`src/design/cnn_pkg.sv`:
```
package cnn_pkg;

    localparam int ADDR_W = 32;               // byte address width into the glb

    typedef logic [7:0] weight_t;             // one packed weight byte

    // layer encoding kept from the accelerator's layer descriptor
    typedef enum logic [1:0] {
        LAYER_STANDARD  = 2'b00,              // conv, pointwise is the 1x1 case
        LAYER_DEPTHWISE = 2'b01,              // dwconv, one 3x3 kernel
        LAYER_LINEAR    = 2'b10,              // fully connected
        LAYER_POOL      = 2'b11               // no weights at all
    } layer_type_t;

    typedef enum logic [1:0] {
        LANE_0 = 2'b00,                       // bits 7:0 of the word
        LANE_1 = 2'b01,
        LANE_2 = 2'b10,
        LANE_3 = 2'b11                        // bits 31:24
    } byte_lane_t;

    // bytes to fetch for one layer, first tile only for standard conv
    function automatic int unsigned weight_count(
        input layer_type_t lt,
        input int unsigned rows,
        input int unsigned cols
    );
        case (lt)
            LAYER_STANDARD, LAYER_LINEAR: return rows * cols; // whole array
            LAYER_DEPTHWISE:              return 9;           // pe 0..8
            default:                      return 0;           // pool
        endcase
    endfunction

endpackage

```
`src/design/glb_rd_if.sv`:
```
interface glb_rd_if;
    import cnn_pkg::*;

    logic              rd_en;      // read strobe from the load controller
    logic [ADDR_W-1:0] byte_addr;  // byte address, word index is addr/4
    byte_lane_t        lane;       // byte within the addressed word
    weight_t           rdata;      // selected byte, one cycle after rd_en

    modport master (
        output rd_en, byte_addr, lane,
        input  rdata
    );

    modport slave (
        input  rd_en, byte_addr, lane,
        output rdata
    );
endinterface

```
`src/design/pe_load_if.sv`:
```
interface pe_load_if #(
    parameter int ROWS = 4,
    parameter int COLS = 4
);
    import cnn_pkg::*;

    logic [ROWS-1:0][COLS-1:0] load_en;  // one pe captures per cycle at most
    weight_t                   weight;   // byte to capture
    logic                      any_load; // or of load_en, cheap qualifier

    modport master (
        output load_en, weight, any_load
    );

    modport slave (
        input  load_en, weight, any_load
    );
endinterface

```
`src/design/glb_sram.sv`:
```
module glb_sram #(
    parameter int GLB_WORDS = 64
) (
    input  logic                         clk,
    input  logic                         rst_n,
    input  logic                         wr_en,
    input  logic [$clog2(GLB_WORDS)-1:0] wr_addr,
    input  logic [31:0]                  wr_data,
    glb_rd_if.slave                      rd
);
    import cnn_pkg::*;

    localparam int WA_W = $clog2(GLB_WORDS);

    logic [31:0]     mem [GLB_WORDS];  // packed weights, 4 per word
    logic [WA_W-1:0] rd_word;          // word index taken from byte address
    logic [31:0]     rd_data_word;

    assign rd_word      = rd.byte_addr[WA_W+1:2]; // drop the lane bits
    assign rd_data_word = mem[rd_word];

    // word write port, only used for preloading
    always_ff @(posedge clk) begin
        if (wr_en) begin
            mem[wr_addr] <= wr_data;
        end
    end

    // registered byte select gives the one cycle read latency
    always_ff @(posedge clk) begin
        if (rd.rd_en) begin
            case (rd.lane)
                LANE_0:  rd.rdata <= rd_data_word[7:0];
                LANE_1:  rd.rdata <= rd_data_word[15:8];
                LANE_2:  rd.rdata <= rd_data_word[23:16];
                default: rd.rdata <= rd_data_word[31:24]; // lane 3
            endcase
        end
    end

    // upper address bits are ignored by the decode, so catch runaway reads
    a_rd_in_range: assert property (
        @(posedge clk) disable iff (!rst_n)
        rd.rd_en |-> (rd.byte_addr[ADDR_W-1:2] < GLB_WORDS)
    ) else $error("glb read beyond buffer, byte addr %0h", rd.byte_addr);

endmodule

```
`src/design/weight_load_controller.sv`:
```
module weight_load_controller #(
    parameter int ROWS = 4,
    parameter int COLS = 4
) (
    input  logic                       clk,
    input  logic                       rst_n,
    input  logic                       load_state,
    input  cnn_pkg::layer_type_t       layer_type,
    input  logic [cnn_pkg::ADDR_W-1:0] base_addr,
    glb_rd_if.master                   glb,
    pe_load_if.master                  pe,
    output logic                       finish
);
    import cnn_pkg::*;

    localparam int CNT_W = $clog2(ROWS * COLS + 4); // counter overruns N by 3

    logic [CNT_W-1:0]  cnt;        // read index, counts every load cycle
    logic [CNT_W-1:0]  idx_d;      // cnt one cycle late, lines up with rdata
    logic              state_d;    // load_state one cycle late
    logic              ld_valid;   // rd_en one cycle late
    logic              first;      // first load-state cycle
    layer_type_t       layer_q;
    layer_type_t       layer_cur;
    logic [ADDR_W-1:0] base_q;
    logic [ADDR_W-1:0] base_cur;
    logic [CNT_W-1:0]  n_wt;       // bytes to read for this layer

    assign first     = load_state && !state_d;
    assign layer_cur = first ? layer_type : layer_q; // inputs valid in cycle 0 only
    assign base_cur  = first ? base_addr : base_q;
    assign n_wt      = CNT_W'(weight_count(layer_cur, ROWS, COLS));

    // command fields held for the rest of the load
    always_ff @(posedge clk) begin
        if (first) begin
            layer_q <= layer_type;
            base_q  <= base_addr;
        end
    end

    always_ff @(posedge clk or negedge rst_n) begin
        if (!rst_n) begin
            cnt <= '0;
        end else if (load_state) begin
            cnt <= cnt + 1'b1;     // keeps running past N until state drops
        end else begin
            cnt <= '0;
        end
    end

    // delay stage matching the glb latency
    always_ff @(posedge clk or negedge rst_n) begin
        if (!rst_n) begin
            state_d  <= 1'b0;
            idx_d    <= '0;
            ld_valid <= 1'b0;
        end else begin
            state_d  <= load_state;
            idx_d    <= cnt;
            ld_valid <= glb.rd_en;
        end
    end

    // delayed count hits N one cycle after the last pe capture
    always_ff @(posedge clk or negedge rst_n) begin
        if (!rst_n) begin
            finish <= 1'b0;
        end else begin
            finish <= state_d && (idx_d == n_wt); // single pulse, idx_d keeps climbing
        end
    end

    assign glb.rd_en     = load_state && (cnt < n_wt);
    assign glb.byte_addr = base_cur + ADDR_W'(cnt);           // base + k
    assign glb.lane      = byte_lane_t'(glb.byte_addr[1:0]);  // low bits pick the byte

    // row-major decode of the delayed index
    always_comb begin
        for (int r = 0; r < ROWS; r++) begin
            for (int c = 0; c < COLS; c++) begin
                pe.load_en[r][c] = ld_valid && (idx_d == CNT_W'(r * COLS + c));
            end
        end
    end

    assign pe.weight   = glb.rdata;  // byte from the read issued last cycle
    assign pe.any_load = ld_valid;

    // depthwise writes pe 0..8, the array has to hold them
    initial assert (ROWS * COLS >= 9)
        else $fatal(1, "weight array of %0d pes too small for a 3x3 kernel", ROWS * COLS);

    // every valid load lands on exactly one pe of the array
    a_load_onehot: assert property (
        @(posedge clk) disable iff (!rst_n)
        ld_valid |-> $onehot(pe.load_en)
    ) else $error("valid load without exactly one pe load enable");

    // sequencer must not restart a load in the cycle that flags the end
    a_no_restart: assert property (
        @(posedge clk) disable iff (!rst_n)
        $rose(load_state) |-> !finish
    ) else $error("load_state rose while finish was high");

endmodule

```
`src/design/pe_weight_array.sv`:
```
module pe_weight_array #(
    parameter int ROWS = 4,
    parameter int COLS = 4
) (
    input  logic                    clk,
    input  logic                    rst_n,
    pe_load_if.slave                pe,
    input  logic [$clog2(ROWS)-1:0] rd_row,
    input  logic [$clog2(COLS)-1:0] rd_col,
    output cnn_pkg::weight_t        rd_weight
);
    import cnn_pkg::*;

    weight_t w_q [ROWS][COLS]; // stationary weight per pe

    // each pe only moves on its own enable, others keep old weights
    always_ff @(posedge clk or negedge rst_n) begin
        if (!rst_n) begin
            for (int r = 0; r < ROWS; r++) begin
                for (int c = 0; c < COLS; c++) begin
                    w_q[r][c] <= '0;
                end
            end
        end else if (pe.any_load) begin
            for (int r = 0; r < ROWS; r++) begin
                for (int c = 0; c < COLS; c++) begin
                    if (pe.load_en[r][c]) begin
                        w_q[r][c] <= pe.weight;
                    end
                end
            end
        end
    end

    assign rd_weight = w_q[rd_row][rd_col]; // combinational readback

    // qualifier is gating the whole array, so it must track the enables
    a_any_load: assert property (
        @(posedge clk) disable iff (!rst_n)
        pe.any_load == (|pe.load_en)
    ) else $error("any_load disagrees with load_en");

endmodule

```
`src/design/layer_sequencer.sv`:
```
module layer_sequencer (
    input  logic clk,
    input  logic rst_n,
    input  logic start,
    input  logic finish,
    output logic load_state,
    output logic busy,
    output logic done
);

    typedef enum logic {
        S_IDLE = 1'b0,
        S_LOAD = 1'b1
    } state_t;

    state_t state;
    state_t state_nxt;

    always_comb begin
        state_nxt = state;
        case (state)
            S_IDLE:  if (start) state_nxt = S_LOAD;   // start ignored once busy
            S_LOAD:  if (finish) state_nxt = S_IDLE;
            default: state_nxt = S_IDLE;
        endcase
    end

    always_ff @(posedge clk or negedge rst_n) begin
        if (!rst_n) begin
            state <= S_IDLE;
            done  <= 1'b0;
        end else begin
            state <= state_nxt;
            done  <= finish;       // same edge that leaves load
        end
    end

    assign load_state = (state == S_LOAD);
    assign busy       = load_state;  // only one busy phase in this path

    // a done must close a load that the controller actually finished
    a_done_after_finish: assert property (
        @(posedge clk) disable iff (!rst_n)
        done |-> !load_state && $past(finish) && $past(load_state)
    ) else $error("done without a finished load");

endmodule

```
`src/design/weight_subsystem_top.sv`:
```
module weight_subsystem_top #(
    parameter int ROWS      = 4,
    parameter int COLS      = 4,
    parameter int GLB_WORDS = 64
) (
    input  logic                         clk,
    input  logic                         rst_n,
    input  logic                         start,
    input  cnn_pkg::layer_type_t         layer_type,
    input  logic [cnn_pkg::ADDR_W-1:0]   base_addr,
    input  logic                         glb_wr_en,
    input  logic [$clog2(GLB_WORDS)-1:0] glb_wr_addr,
    input  logic [31:0]                  glb_wr_data,
    input  logic [$clog2(ROWS)-1:0]      rd_row,
    input  logic [$clog2(COLS)-1:0]      rd_col,
    output cnn_pkg::weight_t             rd_weight,
    output logic                         busy,
    output logic                         done
);

    logic load_state;  // sequencer -> controller
    logic finish;      // controller -> sequencer

    glb_rd_if                                 glb_rd ();
    pe_load_if #(.ROWS(ROWS), .COLS(COLS))    pe_ld ();

    layer_sequencer u_seq (
        .clk(clk), .rst_n(rst_n),
        .start(start), .finish(finish),
        .load_state(load_state), .busy(busy), .done(done)
    );

    weight_load_controller #(.ROWS(ROWS), .COLS(COLS)) u_ctrl (
        .clk(clk), .rst_n(rst_n),
        .load_state(load_state),
        .layer_type(layer_type),    // sampled in the first load cycle
        .base_addr(base_addr),
        .glb(glb_rd.master),
        .pe(pe_ld.master),
        .finish(finish)
    );

    glb_sram #(.GLB_WORDS(GLB_WORDS)) u_glb (
        .clk(clk), .rst_n(rst_n),
        .wr_en(glb_wr_en), .wr_addr(glb_wr_addr), .wr_data(glb_wr_data),
        .rd(glb_rd.slave)
    );

    pe_weight_array #(.ROWS(ROWS), .COLS(COLS)) u_pe (
        .clk(clk), .rst_n(rst_n),
        .pe(pe_ld.slave),
        .rd_row(rd_row), .rd_col(rd_col),
        .rd_weight(rd_weight)
    );

endmodule

```
`config.mk`:
```
export PLATFORM = sky130hd
export DESIGN_NAME = weight_subsystem_top
export DESIGN_NICKNAME = d
export VERILOG_FILES = /design/src/design/cnn_pkg.sv /design/src/design/glb_rd_if.sv /design/src/design/pe_load_if.sv /design/src/design/glb_sram.sv /design/src/design/weight_load_controller.sv /design/src/design/pe_weight_array.sv /design/src/design/layer_sequencer.sv /design/src/design/weight_subsystem_top.sv
export SDC_FILE = /design/constraint.sdc
export NUM_CORES = 2
export LEC_CHECK = 0
export BUFFER_PORTS_ARGS = -buffer_cell sky130_fd_sc_hd__buf_2
export CAP_MARGIN = 15
export CORE_MARGIN = 3
export CORE_UTILIZATION = 32
export DETAILED_ROUTE_END_ITERATION = 10
export PLACE_DENSITY = 0.55
export SYNTH_ARGS = -nofsm -noshare
export SYNTH_HDL_FRONTEND = slang
export SYNTH_HIERARCHICAL = 1
export SYNTH_SLANG_ARGS = --single-unit
```
`constraint.sdc`:
```
create_clock -name clk -period 6.6 [get_ports clk]
set_clock_uncertainty 0.1 [all_clocks]
set_input_delay 0.99 -clock clk [delete_from_list [all_inputs] [get_ports clk]]
set_output_delay 0.99 -clock clk [all_outputs]
set_load 0.005 [all_outputs]
```
# ---- Word level (Yosys, flattened, before mapping)
# Memories as Yosys holds them, arrays and structs flattened.
# Index checks and enable logic that the tools add are counted.
dict set report word_totals {
  n_memories 1
  ramBits 2048
  reg_bits 185
  output_inout_bits 10
  romBits 0
  wordCells 111
  latchBits 0
}
# memory words word_bits rd rd_ports_with_merged_regs write_ports line
set memory_table {}
lappend memory_table {u_glb.mem 64 32 1 0 1 glb_sram.sv:15} ;# logic [31:0] mem [GLB_WORDS];
dict set report op_classes {
  bitwise 3
  muxes 16
  add_sub_neg 2
  shift 0
  n_div 0
  order_cmp 3
  reduce_logical 40
  mul 0
  eq_ne 20
}
# op n
set op_table {}
lappend op_table {{two-way mux 32 bit} 3}
lappend op_table {{binary-select mux 32 bit (select 2 bit)} 1}
lappend op_table {{equality test 5 x 4 -> 1 bit (second input constant)} 8}
lappend op_table {{AND reduction 2 bit} 16}
lappend op_table {{one-hot mux 8 bit (3 select lines)} 1}
lappend op_table {{equality test 5 x 3 -> 1 bit (second input constant)} 4}
lappend op_table {{logical AND 1 bit} 19}
lappend op_table {{binary-select mux 8 bit (select 2 bit)} 1}
lappend op_table {{two-way mux 8 bit} 2}
lappend op_table {{equality test 5 x 2 -> 1 bit (second input constant)} 2}
lappend op_table {{one-hot mux 5 bit (2 select lines)} 1}
lappend op_table {{adder 8 x 5 -> 8 bit} 1}
lappend op_table {{greater-or-equal comparator 3 bit (second input constant)} 2}
lappend op_table {{NOT 2 -> 3 bit} 2}
lappend op_table {{adder 5 x 1 -> 5 bit (second input constant)} 1}
lappend op_table {{equality test 5 x 1 -> 1 bit (second input constant)} 1}
lappend op_table {{equality test 5 bit} 1}
lappend op_table {{zero test 5 bit} 1}
lappend op_table {{less-than comparator 5 bit} 1}
lappend op_table {{two-way mux 5 bit} 1}
lappend op_table {{equality test 2 x 1 -> 1 bit (second input constant)} 2}
lappend op_table {{equality test 2 bit (second input constant)} 2}
lappend op_table {{zero test 2 bit} 2}
lappend op_table {{two-way mux 1 bit} 4}
lappend op_table {{5 further kinds} 5}

# ---- Logic depth before layout (Yosys ltp)
dict set report logic_depth {
  word_depth 8
  mapped_depth 26
}

# ---- Cells and area by module
# The synthesis kept the hierarchy.
# mod seq_area_each_um2 cells_per_inst area_per_inst_um2 n_inst
set modules_own_cells {}
lappend modules_own_cells {glb_sram 61739.2 3327 78854.4 1}
lappend modules_own_cells {pe_weight_array 3203.1 352 5779.3 1}
lappend modules_own_cells {weight_load_controller 1006.0 328 2807.7 1}
lappend modules_own_cells {layer_sequencer 50.0 5 71.3 1}

# ---- Worst setup path before layout
# Ideal clock, no wire load.
dict set report synth_timing {
  kind {flip-flop to flip-flop}
  startpoint {register u_seq.state (netlist: u_seq/busy)}
  endpoint {register u_glb.rd.rdata[5] (data pin)}
  arrival_time_ns 4.993
  path_buffers 7
  setup_slack_ns 1.251
  synth_period_minus_slack_ns 5.349
  path_stages_with_launch 22
  t_required_ns 6.244
  cell_sequence {dfrtp_1 > buf_4 > and2b_4 > buf_8 > buf_6 > clkbuf_1 > buf_2 > nand2_1 > nand2_1 > ha_1 > inv_1 > fa_1 > nor2b_1 > o21ai_0 > a2111oi_4 > nor2_1 > buf_2 > clkinv_1 > buf_1 > mux4_2 > mux4_2 > o22a_1}
}
dict set report synth_via {
  elab_chain_len 5
  elab_cells_between_ends 8
}
# item line
set synth_rtl {}
lappend synth_rtl {{start: declaration} layer_sequencer.sv:16} ;# state_t state;
lappend synth_rtl {{start signal: assignment} layer_sequencer.sv:33} ;# state <= state_nxt;
lappend synth_rtl {{logical AND 1 bit} weight_load_controller.sv:29} ;# assign first = load_state && !state_d;
lappend synth_rtl {{two-way mux 32 bit} weight_load_controller.sv:31} ;# assign base_cur = first ? base_addr : base_q;
lappend synth_rtl {{net u_ctrl.base_cur[0]} weight_load_controller.sv:26} ;# logic [ADDR_W-1:0] base_cur;
lappend synth_rtl {{adder 8 x 5 -> 8 bit} weight_load_controller.sv:75} ;# assign glb.byte_addr = base_cur + ADDR_W'(cnt);
lappend synth_rtl {{net glb_rd.byte_addr[6]} glb_rd_if.sv:5} ;# logic [ADDR_W-1:0] byte_addr;
lappend synth_rtl {{memory read (64 x 32 bit)} --}
lappend synth_rtl {{one-hot mux 8 bit (3 select lines)} glb_sram.sv:32} ;# case (rd.lane)
lappend synth_rtl {{end signal: assignment} glb_sram.sv:33} ;# LANE_0: rd.rdata <= rd_data_word[7:0];
lappend synth_rtl {{end signal: assignment} glb_sram.sv:34} ;# LANE_1: rd.rdata <= rd_data_word[15:8];
lappend synth_rtl {{end signal: assignment} glb_sram.sv:35} ;# LANE_2: rd.rdata <= rd_data_word[23:16];
lappend synth_rtl {{end: declaration} glb_rd_if.sv:16} ;# output rdata
# The timed path passes the listed nets, and every way through them passes these cells.
# A chain may end at the register's enable or synchronous reset.

# ---- Final worst setup path
dict set report layout_timing {
  startpoint {register u_seq.state (netlist: u_seq/busy)}
  endpoint {register u_glb.rd.rdata[7] (data pin)}
}
# The elaborated chain is that of the path after synthesis.

==> flow_summary.toml <==
[run_status]
outcome = "finished, final reports clean"

[logic_synthesis]
synth_warnings = 6
syn-cell-area_um2 = 86100
netlist_instances = 3840
syn_area_per_cell_um2 = 22.4
syn_nets = 3929

[sta]
worst_pin_slew_ps = 1210
rsz0062_at_grt = "no"
fin_crit_sh_pct = 86.8
fin_crit_ps = 5730
hold_violations = 0
setup_viol = 0
tns_ps = 0
finalMaxSlewViolations = 0
fmax_mhz = 174
slew_headroom_pct = 18.8

[worst_setup_path]
path_class = "flop to flop"
required_ps = 6990
worstPathMaxFanout = 56
start_kind = "flop"
end_kind = "flop"
arrival_ps = 6120

[clock_network]
clkTransAtPathRegs_ps = 60
clock_latency_ps = 900
cts.path.max_buffers = 4
cts_resized = 0
cts.sinks = 2209
cts_root_buf = "clkbuf_16"
cts_max_level = 4
holdBufCountCts = 0
cts_tree = "built"
cts_setup_buffers = 0
numCtsBuffers = 222

[drt]
drtIter0Drc = 4845
wl_mm = 232
vias_per_cell = 5.35
ant_nets = 0
dr_total_vias = 41800
wl_per_cell_um = 29.7
drc = 0
firstDrtPassIters = 7

[floorplanning]
die_h_um = 525
start_util_pct = 32.3
coreArea_um2 = 266000
dieArea_um2 = 275000
die_w_um = 525
io_pins = 90
row_count = 189

[placement]
dp_hpwl_mm = 133
gp_congestion = 0.788
port_buffers = 65

[flow_run]
cap_violations = 0

[grt]
grt_overflow_total = 0
antenna_found_initial = 25
use_met1_pct = 23.7
grt_max_degree = 78
met3_usage_pct = 2.91
grt_pass1_vias = 42100
use_met2_pct = 26.2
grt_busiest_layer = "met2"
track_usage_pct = 16.6
grt_pass1_wl_mm = 328

[layout]
mostFrequentLayoutCell = "edfxtp_1"
drive_above_1_share_pct = 31.9
final_cell_mix = "edfxtp_1 (2,056), mux4_2 (586), clkbuf_16 (224)"
fin_nets = 4187
area_growth_pct = 15.1

[min_path]
worst_hold_path_type = "primary input to async pin"
[layer usage]
layer / up-vias / routed length (µm)
li1: 16700 / -
met1: 23000 / 99100
met2: 1680 / 109000
met3: 344 / 17500
met4: 4 / 6660
met5: - / 26
[path summary, 6_finish.rpt]
check | from | endpoint | slack [ps] | depth (start not counted)
setup reg to reg | u_seq/busy | u_glb/rd.rdata[7] | 870 | 15
hold / removal | rst_n | u_pe/w_q[79] | 100 | 1
min in group clk | u_ctrl/finish | u_seq/done | 280 | 0
max in group asynchronous | rst_n | u_pe/w_q[53] | 4890 | 2
hold reg to reg | u_ctrl/finish | u_seq/done | 280 | 0
setup / recovery | u_seq/busy | u_glb/rd.rdata[7] | 870 | 15
[stage by stage]
step | setup slack [ps] | instance area, µm² | std cells | util (%) | hold WS, ps
finish | 869 | 99100 | 7813 | 37.2 | 98.4
global route | 526 | 99100 | 7808 | 37.2 | 117
CTS | 848 | 98700 | 7786 | 37.1 | 63.8
detailed placement | 785 | 91700 | 7387 | 34.4 | 267
global placement | 749 | 91700 | 7386 | 34.4 | 263
floorplan | 1790 | 86100 | 3840 | - | 253
[sequential cells by signal (all words and copies together), names as in the netlist]
register and cells:
u_ctrl/idx_d 5, u_ctrl/state_d 1, u_ctrl/cnt 5, u_ctrl/base_q 8, u_pe/w_q 128, u_seq/busy 1
u_ctrl/finish 1, u_glb/mem 2048, u_ctrl/pe.any_load 1, u_ctrl/layer_q 2, u_glb/rd.rdata 8, u_seq/done 1
[worst max-delay path, stage by stage (launching register included)]
cell and delay [ps]:
dfrtp_1 510, nand2b_1 380, nand2_1 90, nand2_1 140, ha_1 190, inv_1 60
fa_1 450, xnor2_2 300, buf_12 270, buf_12 370, buf_4 330, mux4_2 530
mux4_2 520, o31ai_1 400, o41ai_1 100, or3_1 520
[cell type report]
| class | instances | area, µm² |
|---|---|---|
| inverters | 13 | 53.8 |
| multi-input cells | 1403 | 19800 |
| fillers | 24200 | 167000 |
| well taps | 3533 | 4420 |
| clock buffers | 280 | 5830 |
| repair buffers | 249 | 2350 |
| flip-flops and latches | 2209 | 65500 |
| clock inverters | 119 | 1120 |
| diodes | 7 | 17.5 |
Power is not shown: default switching activity piles up to over one toggle a cycle in this logic, so the estimate is an artifact.
